### config.mk
export PLATFORM = sky130hd
export DESIGN_NAME = fifo_ctrl_push_credit
export DESIGN_NICKNAME = d
export VERILOG_FILES = /design/src/rtl/fifo_credit_pkg.sv /design/src/rtl/fifo_data_pkg.sv /design/src/rtl/credit_counter.sv /design/src/rtl/credit_return_fsm.sv /design/src/rtl/fifo_ctrl_push_credit.sv /design/src/rtl/fifo_pop_ctrl.sv /design/src/rtl/fifo_push_ctrl.sv /design/src/rtl/fifo_ram_1r1w.sv
export VERILOG_INCLUDE_DIRS = /design/src /design/src/rtl
export SDC_FILE = /design/constraint.sdc
export NUM_CORES = 1
export LEC_CHECK = 0
export ABC_AREA = 1
export BUFFER_PORTS_ARGS = -buffer_cell sky130_fd_sc_hd__buf_2
export CAP_MARGIN = 20
export CORE_UTILIZATION = 59
export DETAILED_ROUTE_END_ITERATION = 12
export PLACE_DENSITY = 0.82
export SYNTH_ARGS = -nofsm -noshare
export SYNTH_HDL_FRONTEND = slang
export SYNTH_SLANG_ARGS = --single-unit
### constraint.sdc
create_clock -name clk -period 3.82 [get_ports clk]
set_input_delay 0.191 -clock clk [delete_from_list [all_inputs] [get_ports clk]]
set_output_delay 0.191 -clock clk [all_outputs]
set_load 0.05 [all_outputs]
### src/rtl/fifo_credit_defs.svh
// Sizing macros shared by the credit-based receive FIFO and its packages

`ifndef FIFO_CREDIT_DEFS_SVH
`define FIFO_CREDIT_DEFS_SVH

// ---------------------------------------------------------------------------
// FIFO geometry
// ---------------------------------------------------------------------------

// Number of entries held by the flop RAM
`define FIFO_DEPTH 8

// Bits per entry
`define FIFO_WIDTH 16

// ---------------------------------------------------------------------------
// Credit loop
// ---------------------------------------------------------------------------

// Largest value the credit counter can hold
// Sized to the FIFO so the sender can fill every slot and no more
`define FIFO_MAX_CREDIT `FIFO_DEPTH

`endif

### src/rtl/fifo_credit_pkg.sv
// Credit-loop types: the credit count and the credit-return FSM states

`include "fifo_credit_defs.svh"

package fifo_credit_pkg;

  // -------------------------------------------------------------------------
  // Credit count
  // -------------------------------------------------------------------------

  // Holds 0 .. FIFO_MAX_CREDIT inclusive
  typedef logic [$clog2(`FIFO_MAX_CREDIT + 1)-1:0] credit_t;

  // -------------------------------------------------------------------------
  // Credit-return FSM
  // -------------------------------------------------------------------------

  // RECV_RESET   local reset, nothing returned
  // SENDER_RESET far side reports reset, pool is reloaded
  // ACTIVE       credits flow and the pop side runs
  typedef enum logic [1:0] {
    RECV_RESET   = 2'd0,
    SENDER_RESET = 2'd1,
    ACTIVE       = 2'd2
  } credit_state_t;

endpackage : fifo_credit_pkg

### src/rtl/fifo_data_pkg.sv
// Data-path types for the receive FIFO: entries, RAM addresses and counts

`include "fifo_credit_defs.svh"

package fifo_data_pkg;

  // -------------------------------------------------------------------------
  // Payload
  // -------------------------------------------------------------------------

  // One stored word, same shape on push, RAM and pop
  typedef logic [`FIFO_WIDTH-1:0] entry_t;

  // -------------------------------------------------------------------------
  // Addressing and occupancy
  // -------------------------------------------------------------------------

  // Index into the flop array
  typedef logic [$clog2(`FIFO_DEPTH)-1:0] addr_t;

  // Needs one extra bit so that a full FIFO (DEPTH) is representable
  // Used both for items and for free slots
  typedef logic [$clog2(`FIFO_DEPTH + 1)-1:0] count_t;

endpackage : fifo_data_pkg

### src/rtl/credit_counter.sv
// Counts credits still owed to the sender and returns them one per cycle

`include "fifo_credit_defs.svh"

module credit_counter (
  input  logic                     clk,
  input  logic                     reset,
  input  logic                     credit_enable,
  input  logic                     credit_reload,
  input  logic                     push_credit_stall,
  input  logic                     pop_beat,
  input  fifo_credit_pkg::credit_t credit_initial_push,
  input  fifo_credit_pkg::credit_t credit_withhold_push,
  output logic                     push_credit,
  output fifo_credit_pkg::credit_t credit_count_push,
  output fifo_credit_pkg::credit_t credit_available_push
);

  import fifo_credit_pkg::*;

  credit_t count_next;

  // -------------------------------------------------------------------------
  // Withhold and credit release
  // -------------------------------------------------------------------------

  // Withheld credits stay in the pool but cannot be released
  always_comb begin
    if (credit_count_push > credit_withhold_push) begin
      credit_available_push = credit_count_push - credit_withhold_push;
    end else begin
      credit_available_push = '0;
    end
  end

  // At most one credit per cycle, straight from the registered count
  assign push_credit = credit_enable && !push_credit_stall &&
                       (credit_available_push != '0);

  // -------------------------------------------------------------------------
  // Count update
  // -------------------------------------------------------------------------

  always_comb begin
    count_next = credit_count_push;
    if (push_credit && !pop_beat) begin
      count_next = credit_count_push - 1'b1;
    end else if (pop_beat && !push_credit) begin
      // Saturate at the top of the range
      if (credit_count_push != credit_t'(`FIFO_MAX_CREDIT)) begin
        count_next = credit_count_push + 1'b1;
      end
    end
    // Credit given and pop in the same cycle cancel out
  end

  // Reset and reload both restore the initial pool
  always_ff @(posedge clk) begin
    if (reset || credit_reload) begin
      credit_count_push <= credit_initial_push;
    end else begin
      credit_count_push <= count_next;
    end
  end

endmodule : credit_counter

### src/rtl/credit_return_fsm.sv
// Sequences receiver reset, sender reset and normal credit return

module credit_return_fsm (
  input  logic                           clk,
  input  logic                           reset,
  input  logic                           push_sender_in_reset,
  output logic                           push_receiver_in_reset,
  output logic                           credit_enable,
  output logic                           credit_reload,
  output logic                           flush,
  output fifo_credit_pkg::credit_state_t state
);

  import fifo_credit_pkg::*;

  credit_state_t state_next;

  // -------------------------------------------------------------------------
  // Next state
  // -------------------------------------------------------------------------

  always_comb begin
    state_next = state;
    case (state)
      // Leave local reset on the first cycle after release
      // Go straight to SENDER_RESET if the far side is still down
      RECV_RESET: begin
        if (push_sender_in_reset) begin
          state_next = SENDER_RESET;
        end else begin
          state_next = ACTIVE;
        end
      end
      // Wait for the sender to come out of reset
      SENDER_RESET: begin
        if (!push_sender_in_reset) begin
          state_next = ACTIVE;
        end
      end
      ACTIVE: begin
        if (push_sender_in_reset) begin
          state_next = SENDER_RESET;
        end
      end
      // Unused encoding, recover through local reset
      default: begin
        state_next = RECV_RESET;
      end
    endcase
  end

  // -------------------------------------------------------------------------
  // State register
  // -------------------------------------------------------------------------

  always_ff @(posedge clk) begin
    if (reset) begin
      state <= RECV_RESET;
    end else begin
      state <= state_next;
    end
  end

  // -------------------------------------------------------------------------
  // Outputs, all decoded from the registered state
  // -------------------------------------------------------------------------

  // No path from push_sender_in_reset to push_receiver_in_reset
  assign push_receiver_in_reset = (state == RECV_RESET);

  // Credits only go out in normal operation
  assign credit_enable = (state == ACTIVE);

  // Pool is held at its initial value whenever either side is in reset
  assign credit_reload = (state != ACTIVE);

  // Pop side drains and clears outside of ACTIVE
  assign flush = (state != ACTIVE);

endmodule : credit_return_fsm

### src/rtl/fifo_ctrl_push_credit.sv
// Credit-flow receive FIFO with valid/ready pop side over a flop 1R1W RAM

module fifo_ctrl_push_credit (
  input  logic                     clk,
  input  logic                     reset,

  // Push side
  input  logic                     push_sender_in_reset,
  output logic                     push_receiver_in_reset,
  input  logic                     push_credit_stall,
  output logic                     push_credit,
  input  logic                     push_valid,
  input  fifo_data_pkg::entry_t    push_data,

  // Pop side
  input  logic                     pop_ready,
  output logic                     pop_valid,
  output fifo_data_pkg::entry_t    pop_data,

  // Status
  output logic                     full,
  output fifo_data_pkg::count_t    slots,
  output logic                     empty,
  output fifo_data_pkg::count_t    items,

  // Credits
  input  fifo_credit_pkg::credit_t credit_initial_push,
  input  fifo_credit_pkg::credit_t credit_withhold_push,
  output fifo_credit_pkg::credit_t credit_count_push,
  output fifo_credit_pkg::credit_t credit_available_push
);

  import fifo_data_pkg::*;

  // -------------------------------------------------------------------------
  // Credit loop
  // -------------------------------------------------------------------------

  logic credit_enable;
  logic credit_reload;
  logic flush;
  logic push_beat;
  logic pop_beat;

  credit_return_fsm credit_return_fsm (
    .clk,
    .reset,
    .push_sender_in_reset,
    .push_receiver_in_reset,
    .credit_enable,
    .credit_reload,
    .flush,
    // Kept for debug visibility
    .state                  ()
  );

  credit_counter credit_counter (
    .clk,
    .reset,
    .credit_enable,
    .credit_reload,
    .push_credit_stall,
    .pop_beat,
    .credit_initial_push,
    .credit_withhold_push,
    .push_credit,
    .credit_count_push,
    .credit_available_push
  );

  // -------------------------------------------------------------------------
  // Data path
  // -------------------------------------------------------------------------

  logic   push_ctrl_reset;
  logic   ram_wr_valid;
  addr_t  ram_wr_addr;
  entry_t ram_wr_data;
  addr_t  ram_rd_addr;
  entry_t ram_rd_data;

  // Write pointer realigns with the read pointer on every flush
  assign push_ctrl_reset = reset || flush;

  fifo_push_ctrl fifo_push_ctrl (
    .clk,
    .reset        (push_ctrl_reset),
    .push_valid,
    .pop_beat,
    .push_data,
    .push_beat,
    .ram_wr_valid,
    .full,
    .ram_wr_addr,
    .ram_wr_data,
    .slots
  );

  fifo_pop_ctrl fifo_pop_ctrl (
    .clk,
    .reset,
    .flush,
    .pop_ready,
    .push_beat,
    .ram_rd_data,
    .pop_valid,
    .pop_beat,
    .empty,
    .pop_data,
    .ram_rd_addr,
    .items
  );

  fifo_ram_1r1w fifo_ram_1r1w (
    .clk,
    .wr_valid (ram_wr_valid),
    .wr_addr  (ram_wr_addr),
    .rd_addr  (ram_rd_addr),
    .wr_data  (ram_wr_data),
    .rd_data  (ram_rd_data)
  );

endmodule : fifo_ctrl_push_credit

### src/rtl/fifo_pop_ctrl.sv
// Pop side of the FIFO: read pointer, item count and valid/ready handshake

`include "fifo_credit_defs.svh"

module fifo_pop_ctrl (
  input  logic                  clk,
  input  logic                  reset,
  input  logic                  flush,
  input  logic                  pop_ready,
  input  logic                  push_beat,
  input  fifo_data_pkg::entry_t ram_rd_data,
  output logic                  pop_valid,
  output logic                  pop_beat,
  output logic                  empty,
  output fifo_data_pkg::entry_t pop_data,
  output fifo_data_pkg::addr_t  ram_rd_addr,
  output fifo_data_pkg::count_t items
);

  import fifo_data_pkg::*;

  addr_t rd_ptr;

  // -------------------------------------------------------------------------
  // Handshake
  // -------------------------------------------------------------------------

  // Suppressed in the first flush cycle, before the count has cleared
  assign pop_valid = (items != '0) && !flush;
  assign pop_beat  = pop_valid && pop_ready;
  assign empty     = (items == '0);

  // -------------------------------------------------------------------------
  // Read port
  // -------------------------------------------------------------------------

  // Zero-latency read, head of queue is always on pop_data
  // Holds while stalled because rd_ptr only moves on a beat
  assign ram_rd_addr = rd_ptr;
  assign pop_data    = ram_rd_data;

  always_ff @(posedge clk) begin
    if (reset || flush) begin
      rd_ptr <= '0;
    end else if (pop_beat) begin
      if (rd_ptr == addr_t'(`FIFO_DEPTH - 1)) begin
        rd_ptr <= '0;
      end else begin
        rd_ptr <= rd_ptr + 1'b1;
      end
    end
  end

  // -------------------------------------------------------------------------
  // Item count
  // -------------------------------------------------------------------------

  // A push is visible here one edge later, giving 1 cycle cut-through
  always_ff @(posedge clk) begin
    if (reset || flush) begin
      items <= '0;
    end else begin
      case ({push_beat, pop_beat})
        2'b10:   items <= items + 1'b1;
        2'b01:   items <= items - 1'b1;
        default: items <= items;
      endcase
    end
  end

endmodule : fifo_pop_ctrl

### src/rtl/fifo_push_ctrl.sv
// Push side of the FIFO: write pointer, RAM write port and free slots

`include "fifo_credit_defs.svh"

module fifo_push_ctrl (
  input  logic                  clk,
  input  logic                  reset,
  input  logic                  push_valid,
  input  logic                  pop_beat,
  input  fifo_data_pkg::entry_t push_data,
  output logic                  push_beat,
  output logic                  ram_wr_valid,
  output logic                  full,
  output fifo_data_pkg::addr_t  ram_wr_addr,
  output fifo_data_pkg::entry_t ram_wr_data,
  output fifo_data_pkg::count_t slots
);

  import fifo_data_pkg::*;

  addr_t wr_ptr;

  // -------------------------------------------------------------------------
  // Write port
  // -------------------------------------------------------------------------

  // Credit protocol has no ready, so every valid is a beat
  assign push_beat = push_valid;

  // Same-cycle write into the flop array
  assign ram_wr_valid = push_beat;
  assign ram_wr_addr  = wr_ptr;
  assign ram_wr_data  = push_data;

  // Wraps after the last entry
  always_ff @(posedge clk) begin
    if (reset) begin
      wr_ptr <= '0;
    end else if (push_beat) begin
      if (wr_ptr == addr_t'(`FIFO_DEPTH - 1)) begin
        wr_ptr <= '0;
      end else begin
        wr_ptr <= wr_ptr + 1'b1;
      end
    end
  end

  // -------------------------------------------------------------------------
  // Free-slot accounting
  // -------------------------------------------------------------------------

  always_ff @(posedge clk) begin
    if (reset) begin
      slots <= count_t'(`FIFO_DEPTH);
    end else begin
      case ({push_beat, pop_beat})
        2'b10:   slots <= slots - 1'b1;
        2'b01:   slots <= slots + 1'b1;
        default: slots <= slots;
      endcase
    end
  end

  assign full = (slots == '0);

endmodule : fifo_push_ctrl

### src/rtl/fifo_ram_1r1w.sv
// Flop array with one synchronous write port and one combinational read port

`include "fifo_credit_defs.svh"

module fifo_ram_1r1w (
  input  logic                  clk,
  input  logic                  wr_valid,
  input  fifo_data_pkg::addr_t  wr_addr,
  input  fifo_data_pkg::addr_t  rd_addr,
  input  fifo_data_pkg::entry_t wr_data,
  output fifo_data_pkg::entry_t rd_data
);

  import fifo_data_pkg::*;

  // Storage, contents are don't-care until written
  entry_t mem [`FIFO_DEPTH];

  // Write on the rising edge
  always_ff @(posedge clk) begin
    if (wr_valid) begin
      mem[wr_addr] <= wr_data;
    end
  end

  // Read with no latency
  assign rd_data = mem[rd_addr];

endmodule : fifo_ram_1r1w

## Yosys cells after proc, flatten, opt, wreduce, memory -nomap -nowiden

Memory sizes are Yosys's and may differ from the RTL's. A register that Yosys moved wholly into a read port is not among the register bits.
Cells that the tools add are included.
Widths: inputs -> output; s select.

- Bits in writable memories: 128
- Word-level logic and storage cells: 65
- Flip-flop bits (word level): 20
- Memories kept: 1
- Output and inout bits: 37
- Bits of input ports: 30

- Magnitude comparators: 1
- Multiplexer cells: 17
- Reductions and logical operators: 21
- Equal/unequal tests: 10
- Add/subtract/negate cells: 9

Memory list:

| memory | words | bits a word | read ports | clocked after Yosys merged registers in | wr ports | RTL line | source |
|---|---|---|---|---|---|---|---|
| fifo_ram_1r1w.mem | 8 | 16 | 1 | 1 | 1 | fifo_ram_1r1w.sv:17 | `` entry_t mem [`FIFO_DEPTH]; `` |

Operators with widths:

| operator | count |
|---|---|
| $mux 4 | 5 |
| $pmux 4 s2 | 2 |
| $add 4x1->4 const B | 3 |
| $mux 3 | 4 |
| $sub 4x1->4 const B | 3 |
| $logic_not 4->1 | 2 |
| $reduce_bool 4->1 | 2 |
| $add 3x1->3 const B | 2 |
| $eq 3x3->1 const B | 2 |
| $logic_and 1x1->1 | 6 |
| $mux 2 | 3 |
| $ne 2x2->1 const B | 3 |
| $pmux 2 s3 | 1 |
| $reduce_bool 3->1 | 2 |
| $eq 2x1->1 const B | 2 |
| $eq 2x2->1 const B | 2 |
| $gt 4x4->1 | 1 |
| $logic_not 1->1 | 4 |
| $ne 4x4->1 const B | 1 |
| $reduce_and 2->1 | 2 |
| $sub 4x4->4 | 1 |
| $logic_not 2->1 | 1 |
| $mux 1 | 2 |
| $reduce_bool 2->1 | 1 |
| $logic_or 1x1->1 | 1 |

## Logic depth before layout (Yosys ltp)

- Word-level depth: 9
- Gate-level depth with buffers: 17
- Gate-level depth less buffers: 17

## Hierarchy

From an unflattened synthesis, not the netlist that was laid out.

- Cell total of the unflattened synthesis: 820
- Area total of the unflattened synthesis: 7,480.9 um^2

Modules (own cells, without submodules):

| module | instances | seq. area each (um^2) | area each (um^2) | cells an instance |
|---|---|---|---|---|
| fifo_ram_1r1w | 1 | 3,843.7 | 5,669.2 | 571 |
| fifo_pop_ctrl | 1 | 140.1 | 636.9 | 90 |
| fifo_push_ctrl | 1 | 140.1 | 546.8 | 73 |
| credit_counter | 1 | 120.1 | 521.8 | 68 |
| credit_return_fsm | 1 | 40.0 | 95.1 | 15 |
| fifo_ctrl_push_credit | 1 | 0.0 | 11.3 | 3 |

## Least setup slack after synthesis

No wires, ideal clock.

- Path type: reg2reg
- From: register credit_counter.credit_count_push[0]
- To: register credit_counter.credit_count_push[3], data pin
- Cell stages (with the launch flop): 18
- Arrival: 3.938 ns
- Setup time: 0.253 ns
- Data required time: 3.567 ns
- Buffers on the path: 0
- Clock period less this slack: 4.191 ns
- Slack: -0.371 ns
- Path through: edfxtp_1 -> inv_1 -> ha_1 -> fa_1 -> inv_1 -> nand2_1 -> nand2_1 -> nand2_1 -> nor2_1 -> nand3_1 -> a21oi_1 -> ha_1 -> ha_1 -> a21oi_1 -> nand2_1 -> or2_2 -> nand3_1 -> nand2_1

- Word-level cells in the longest chain between the ends: 7
- Elaborated cells between the ends (all ways): 12
- Those cells by class: add/sub (3); order compare (1); mux (5); reduce/logical (3)

RTL lines:

| element | RTL line | source |
|---|---|---|
| start, declared | credit_counter.sv:15 | `output fifo_credit_pkg::credit_t credit_count_push,` |
| start signal, assigned | credit_counter.sv:60 | `credit_count_push <= credit_initial_push;` |
| start signal, assigned | credit_counter.sv:62 | `credit_count_push <= count_next;` |
| $sub 4x4->4 or $gt 4x4->1 (tied branches) | credit_counter.sv:30, credit_counter.sv:29 |  |
| $mux 4 (*) | credit_counter.sv:29 | `if (credit_count_push > credit_withhold_push) begin` |
| $reduce_bool 4->1 (*) | credit_counter.sv:38 | `(credit_available_push != '0);` |
| $logic_and 1x1->1 (*) | credit_counter.sv:37 | `assign push_credit = credit_enable && !push_credit_stall &&` |
| via push_credit | fifo_ctrl_push_credit.sv:11 | `output logic push_credit,` |
| $logic_and 1x1->1 (*) | credit_counter.sv:46 | `if (push_credit && !pop_beat) begin` |
| $mux 4 (*) | credit_counter.sv:46 |  |
| $mux 4 (*) | credit_counter.sv:59 | `if (reset \|\| credit_reload) begin` |

Mark *: on every way through the listed nets, which the timed path passes. The rest lies on a longest branch. The select of a mux whose other input is x is not followed.
A chain may end at the register's enable or synchronous reset.

## Worst setup path after layout

- From: register credit_counter.credit_count_push[0]
- To: register credit_counter.credit_count_push[3], data pin

- Word-level cells in the longest chain between the ends: 7
- Elaborated cells between the ends (all ways): 12
- Those cells by class: add/sub (3); order compare (1); mux (5); reduce/logical (3)

RTL lines:

| element | RTL line |
|---|---|
| $sub 4x4->4 or $gt 4x4->1 (tied branches) | credit_counter.sv:30, credit_counter.sv:29 |
| $mux 4 | credit_counter.sv:29 |
| $reduce_bool 4->1 | credit_counter.sv:38 |
| $logic_and 1x1->1 | credit_counter.sv:37 |
| $logic_and 1x1->1 | credit_counter.sv:46 |
| $mux 4 (*) | credit_counter.sv:46 |
| $mux 4 (*) | credit_counter.sv:59 |

Mark *: on every way between the ends. The rest lies on a longest branch, timed or not. The select of a mux whose other input is x is not followed.

==> results.md <==
- The flow ran to the end, and the final reports show no timing, DRC or antenna violations.
- The maximum number of pins on one net before global-route repair is 65.
- The final worst slack is ~0.42 ns.
- The kind of end point of the critical path is a register.
- The post-route fraction of the period consumed by the critical path is 88.97%.
- The multi-input combinational cells in the finished layout cover a total of 1952 um^2.
- Dividing total power by cell area gives a power density of 478.5 nW/um^2.
- The final number of max-transition violations came to 0.
- The detail route stage leaves a number of antenna-violating nets equal to 0.
- Buffers added to address setup during post-CTS repair amount to 0.
- The clock tree root buffer cell is sky130_fd_sc_hd__clkbuf_8.
- The clock passes through at most 2 buffers.
- The number of diodes added for antenna fixing is 0.
- The clock arrives with 0.007079 ns of skew.
- Counting the buffers created by CTS gives 17.
- The post-synthesis sequential area ratio is approximately 66%.
- In the synthesized netlist, the number of instances is just under 600.
- Summed over all layers, the routed wires come to ~14000 um.
- Setup repair after global routing left no endpoint under its margin.
- Clock-pin slew was measured on the worst setup and hold paths at 0.06 ns.
- The height of the die is about 110 um.
- A synthesized cell averages between 10 and 15 um^2.
- The type of the worst setup path is reg2reg.
- The timing-limited maximum frequency is 294.2 MHz.
- Summing over every cut layer, the via total after detailed routing is 4694.
- Along the worst path, the maximum fanout reaches 5.
- Counting every net in the synthesized netlist gives between 600 and 700.
- The congestion estimate from routability-driven global placement came to approximately 0.86.
- Before antenna repair, the detailed router went through 5 iterations.
- Dividing the detail-routed via count by the number of cells gives between 5 and 6.
- The clock sink count is 151.
- IR analysis of the VDD net gives a maximum drop of about 0.33 mV.
- The count of pins on the block boundary is 67.
- For this run, design rule violations remaining after detail routing come to 0.
- In this run the worst hold path is classified as in2reg.
- Setup violations remaining at the end of the flow were counted as 0.
- TritonCTS built the clock tree.
- The kind of start point of the critical path is a register.
- Measured on the finished design, the core utilization comes to 72.30%.
- In the final layout, flip-flops and latches occupy between 4000 and 5000 um^2.
- Max-cap violations in this run came to 0.
- The floorplan step defined a core boundary enclosing 10840 um^2.
- In the final layout, the share of cells above drive strength 1 is a little under a fifth.
- After clock tree synthesis, the repair step resized 0 gates.
- The layout has roughly 700 filler cells.
- The worst endpoint data arrival time is around 3.7 ns.
- The number of distinct standard cells referenced by the synthesized netlist is 32.
- For the finished layout, the period the worst path requires is between 3 and 4 ns.
- The slew at the pin with the worst max-slew slack is approximately 0.87 ns.
- The minimum setup slack after placement is around 0.5 ns.
- The worst-case hold slack is around 0.11 ns.
- The horizontal die dimension is between 100 and 150 um.
- The number of DRC violations after detailed-routing iteration 0 is slightly below 400.
- The maximum level of the CTS H-tree is 4.
- The floorplan has 38 rows.
- The total congestion overflow after global routing is 0.
- The number of hold-slack violations in the final timing report is 0.
- The detailed placer's ending HPWL is roughly 7700 um.
- The global-route usage over all layers is roughly a quarter.
- The count of buffers added on input and output ports is 66.
- Relative to the synthesized area, the layout overhead comes to 19.50%.
- The cell area after synthesis is roughly 6600 um^2.
- The mean routed wirelength per cell is 16.92 um.
- Headroom to the max-slew limit came out at a little over two fifths.
- In this run the static leakage power is just over 3 nW.
- For the worst setup path, the data required time is ~4.1 ns.
- Synthesis inferred 151 register bits.
- In the final timing run, aggregate negative setup slack is 0 ns.
- The number of antenna violations at the first check in global routing was 0.
- For this configuration, the core starts out at a cell density of 60.50%.
- Clock latency on the worst-skew pair, taken at its later pin, is between 0.5 and 0.6 ns.
- The power consumption is between 3 and 4 mW.
- The die covers approximately 12000 um^2.
- At the end of the flow, the number of nets in the layout was ~740.
- The global-route wire length before repair is about 22000 um.
- The number of global-route vias before repair is roughly 4700.
- During synthesis, Yosys emitted a total of 0 warnings.
==> Yosys cell counts <==
master / count / share of area, %
sky130_fd_sc_hd__dfxtp_1: 19 / 5.8
sky130_fd_sc_hd__buf_6: 5 / 0.86
sky130_fd_sc_hd__nand2_1: 92 / 5.3
sky130_fd_sc_hd__or2_1: 1 / 0.095
sky130_fd_sc_hd__buf_1: 2 / 0.11
sky130_fd_sc_hd__a21o_1: 1 / 0.11
sky130_fd_sc_hd__inv_4: 1 / 0.095
sky130_fd_sc_hd__nor2_8: 1 / 0.31
sky130_fd_sc_hd__nand3b_1: 2 / 0.23
sky130_fd_sc_hd__nor3_1: 1 / 0.076
sky130_fd_sc_hd__o21ai_0: 34 / 2.6
sky130_fd_sc_hd__buf_2: 16 / 1.2
sky130_fd_sc_hd__nor4_1: 1 / 0.095
sky130_fd_sc_hd__xor2_1: 5 / 0.67
sky130_fd_sc_hd__edfxtp_1: 132 / 60
sky130_fd_sc_hd__fa_1: 4 / 1.2
sky130_fd_sc_hd__inv_2: 5 / 0.29
sky130_fd_sc_hd__nor2_1: 118 / 6.8
sky130_fd_sc_hd__nor2_4: 1 / 0.17
sky130_fd_sc_hd__nand3_1: 7 / 0.53
sky130_fd_sc_hd__nand4_1: 1 / 0.095
sky130_fd_sc_hd__nand3_2: 1 / 0.15
sky130_fd_sc_hd__clkbuf_1: 2 / 0.11
sky130_fd_sc_hd__xnor2_1: 2 / 0.27
sky130_fd_sc_hd__a21oi_1: 12 / 0.92
sky130_fd_sc_hd__a21oi_2: 7 / 0.93
sky130_fd_sc_hd__inv_1: 26 / 1.5
sky130_fd_sc_hd__or2_2: 4 / 0.38
sky130_fd_sc_hd__ha_1: 16 / 3.1
sky130_fd_sc_hd__nor2_2: 3 / 0.29
sky130_fd_sc_hd__o21ai_1: 69 / 5.3
sky130_fd_sc_hd__o31ai_1: 1 / 0.11
==> area by class of cell <==
cell class | count | share of cell area, %
inverter | 32 | 1.564
multi-input combinational | 384 | 24.90
timing repair buffer | 101 | 8.493
clock buffer | 19 | 5.380
sequential | 151 | 55.44
tap | 140 | 2.235
clock inverter | 13 | 1.980
==> flip-flops by register name, indices dropped and copies added, names as in the netlist, named ones only <==
signal	flops
credit_counter.credit_count_push	4
fifo_push_ctrl.slots	4
credit_return_fsm.state	2
fifo_ram_1r1w.mem	128
fifo_push_ctrl.ram_wr_addr	3
fifo_pop_ctrl.ram_rd_addr	3
fifo_pop_ctrl.items	4
==> worst max-delay path, stage by stage (launching register included) <==
cell                       delay [ns]
sky130_fd_sc_hd__edfxtp_1        0.43
sky130_fd_sc_hd__inv_1           0.11
sky130_fd_sc_hd__ha_1            0.21
sky130_fd_sc_hd__fa_1            0.40
sky130_fd_sc_hd__inv_1           0.10
sky130_fd_sc_hd__nand2_1         0.05
sky130_fd_sc_hd__nand2_1         0.07
sky130_fd_sc_hd__nand2_1         0.05
sky130_fd_sc_hd__nor2_1          0.17
sky130_fd_sc_hd__nand3_1         0.18
sky130_fd_sc_hd__a21oi_4         0.20
sky130_fd_sc_hd__ha_1            0.27
sky130_fd_sc_hd__ha_1            0.30
sky130_fd_sc_hd__a21oi_1         0.15
sky130_fd_sc_hd__nand2_1         0.08
sky130_fd_sc_hd__or2_2           0.27
sky130_fd_sc_hd__nand3_1         0.07
sky130_fd_sc_hd__nand2_1         0.04
==> metrics by stage <==
step                instances  instance area, um^2
floorplan                 592                 6570
global placement          783                 7000
detailed placement        783                 7000
CTS                       839                 7818
global route              840                 7838
finish                    840                 7838
==> path summary, 6_finish.rpt <==
path,startpoint,endpoint,slack (ns),depth (start not counted)
setup reg to reg,credit_counter.credit_count_push[0]$_DFFE_PP_,credit_counter.credit_count_push[3]$_DFFE_PP_,0.42,17
setup / recovery,credit_counter.credit_count_push[0]$_DFFE_PP_,credit_counter.credit_count_push[3]$_DFFE_PP_,0.42,17
hold / removal,pop_ready,fifo_pop_ctrl.ram_rd_addr[1]$_SDFFE_PN0P_,0.11,4
hold reg to reg,fifo_pop_ctrl.ram_rd_addr[1]$_SDFFE_PN0P_,fifo_pop_ctrl.ram_rd_addr[1]$_SDFFE_PN0P_,0.52,2
==> metal layers <==
layer	share of wire, %	wire length [um]	GRT usage (%)
met4	2.4	340	12.23
met1	40	5613	30.10
met2	51	7236	43.87
met5	0	0	0
met3	7.2	1020	6.840
==> power by group <==
part / internal, mW / total (mW) / switching [mW]
Sequential: 1.81 / 1.83 / 0.0128
Clock: 0.991 / 1.62 / 0.633
Combinational: 0.0920 / 0.299 / 0.207
Total: 2.90 / 3.75 / 0.853
==> cell usage in the layout, fill, tap and decap left out, types with 2 or more instances in the layout <==
cell type,instances
sky130_fd_sc_hd__a21oi_1,11
sky130_fd_sc_hd__buf_2,66
sky130_fd_sc_hd__nor2_1,118
sky130_fd_sc_hd__inv_1,26
sky130_fd_sc_hd__xnor2_1,2
sky130_fd_sc_hd__edfxtp_1,132
sky130_fd_sc_hd__fa_1,4
sky130_fd_sc_hd__a21oi_2,7
sky130_fd_sc_hd__nor2_2,3
sky130_fd_sc_hd__clkinv_2,4
sky130_fd_sc_hd__clkinvlp_4,2
sky130_fd_sc_hd__xor2_1,5
sky130_fd_sc_hd__nand2_1,92
sky130_fd_sc_hd__clkbuf_16,16
sky130_fd_sc_hd__o21ai_0,34
sky130_fd_sc_hd__clkbuf_1,2
sky130_fd_sc_hd__inv_2,5
sky130_fd_sc_hd__ha_1,16
sky130_fd_sc_hd__clkinv_4,2
sky130_fd_sc_hd__o21ai_1,69
sky130_fd_sc_hd__buf_4,10
sky130_fd_sc_hd__dfxtp_1,18
sky130_fd_sc_hd__nand3_1,7
sky130_fd_sc_hd__or2_2,4
sky130_fd_sc_hd__nand3b_1,2
sky130_fd_sc_hd__dlygate4sd3_1,24
sky130_fd_sc_hd__bufinv_16,3
==> logic make-up after synthesis <==
logic type                 after synthesis  share of synthesized area [%]
adders and majority gates               20                          4.273
AOI/OAI and AO/OA                      124                          9.939
buffers and inverters                   57                          4.178
xor gates and xnor gates                 7                         0.9348
DFF                                    151                          66.23
and+or+nand+nor                        233                          14.44
==> timing repair <==
item / in CTS / in global routing
hold buffers: 24 / 0
endpoints found under the setup margin: 0 / 0
hold endpoints to repair: 137 / 0
Power figures use the tool's default switching activity.
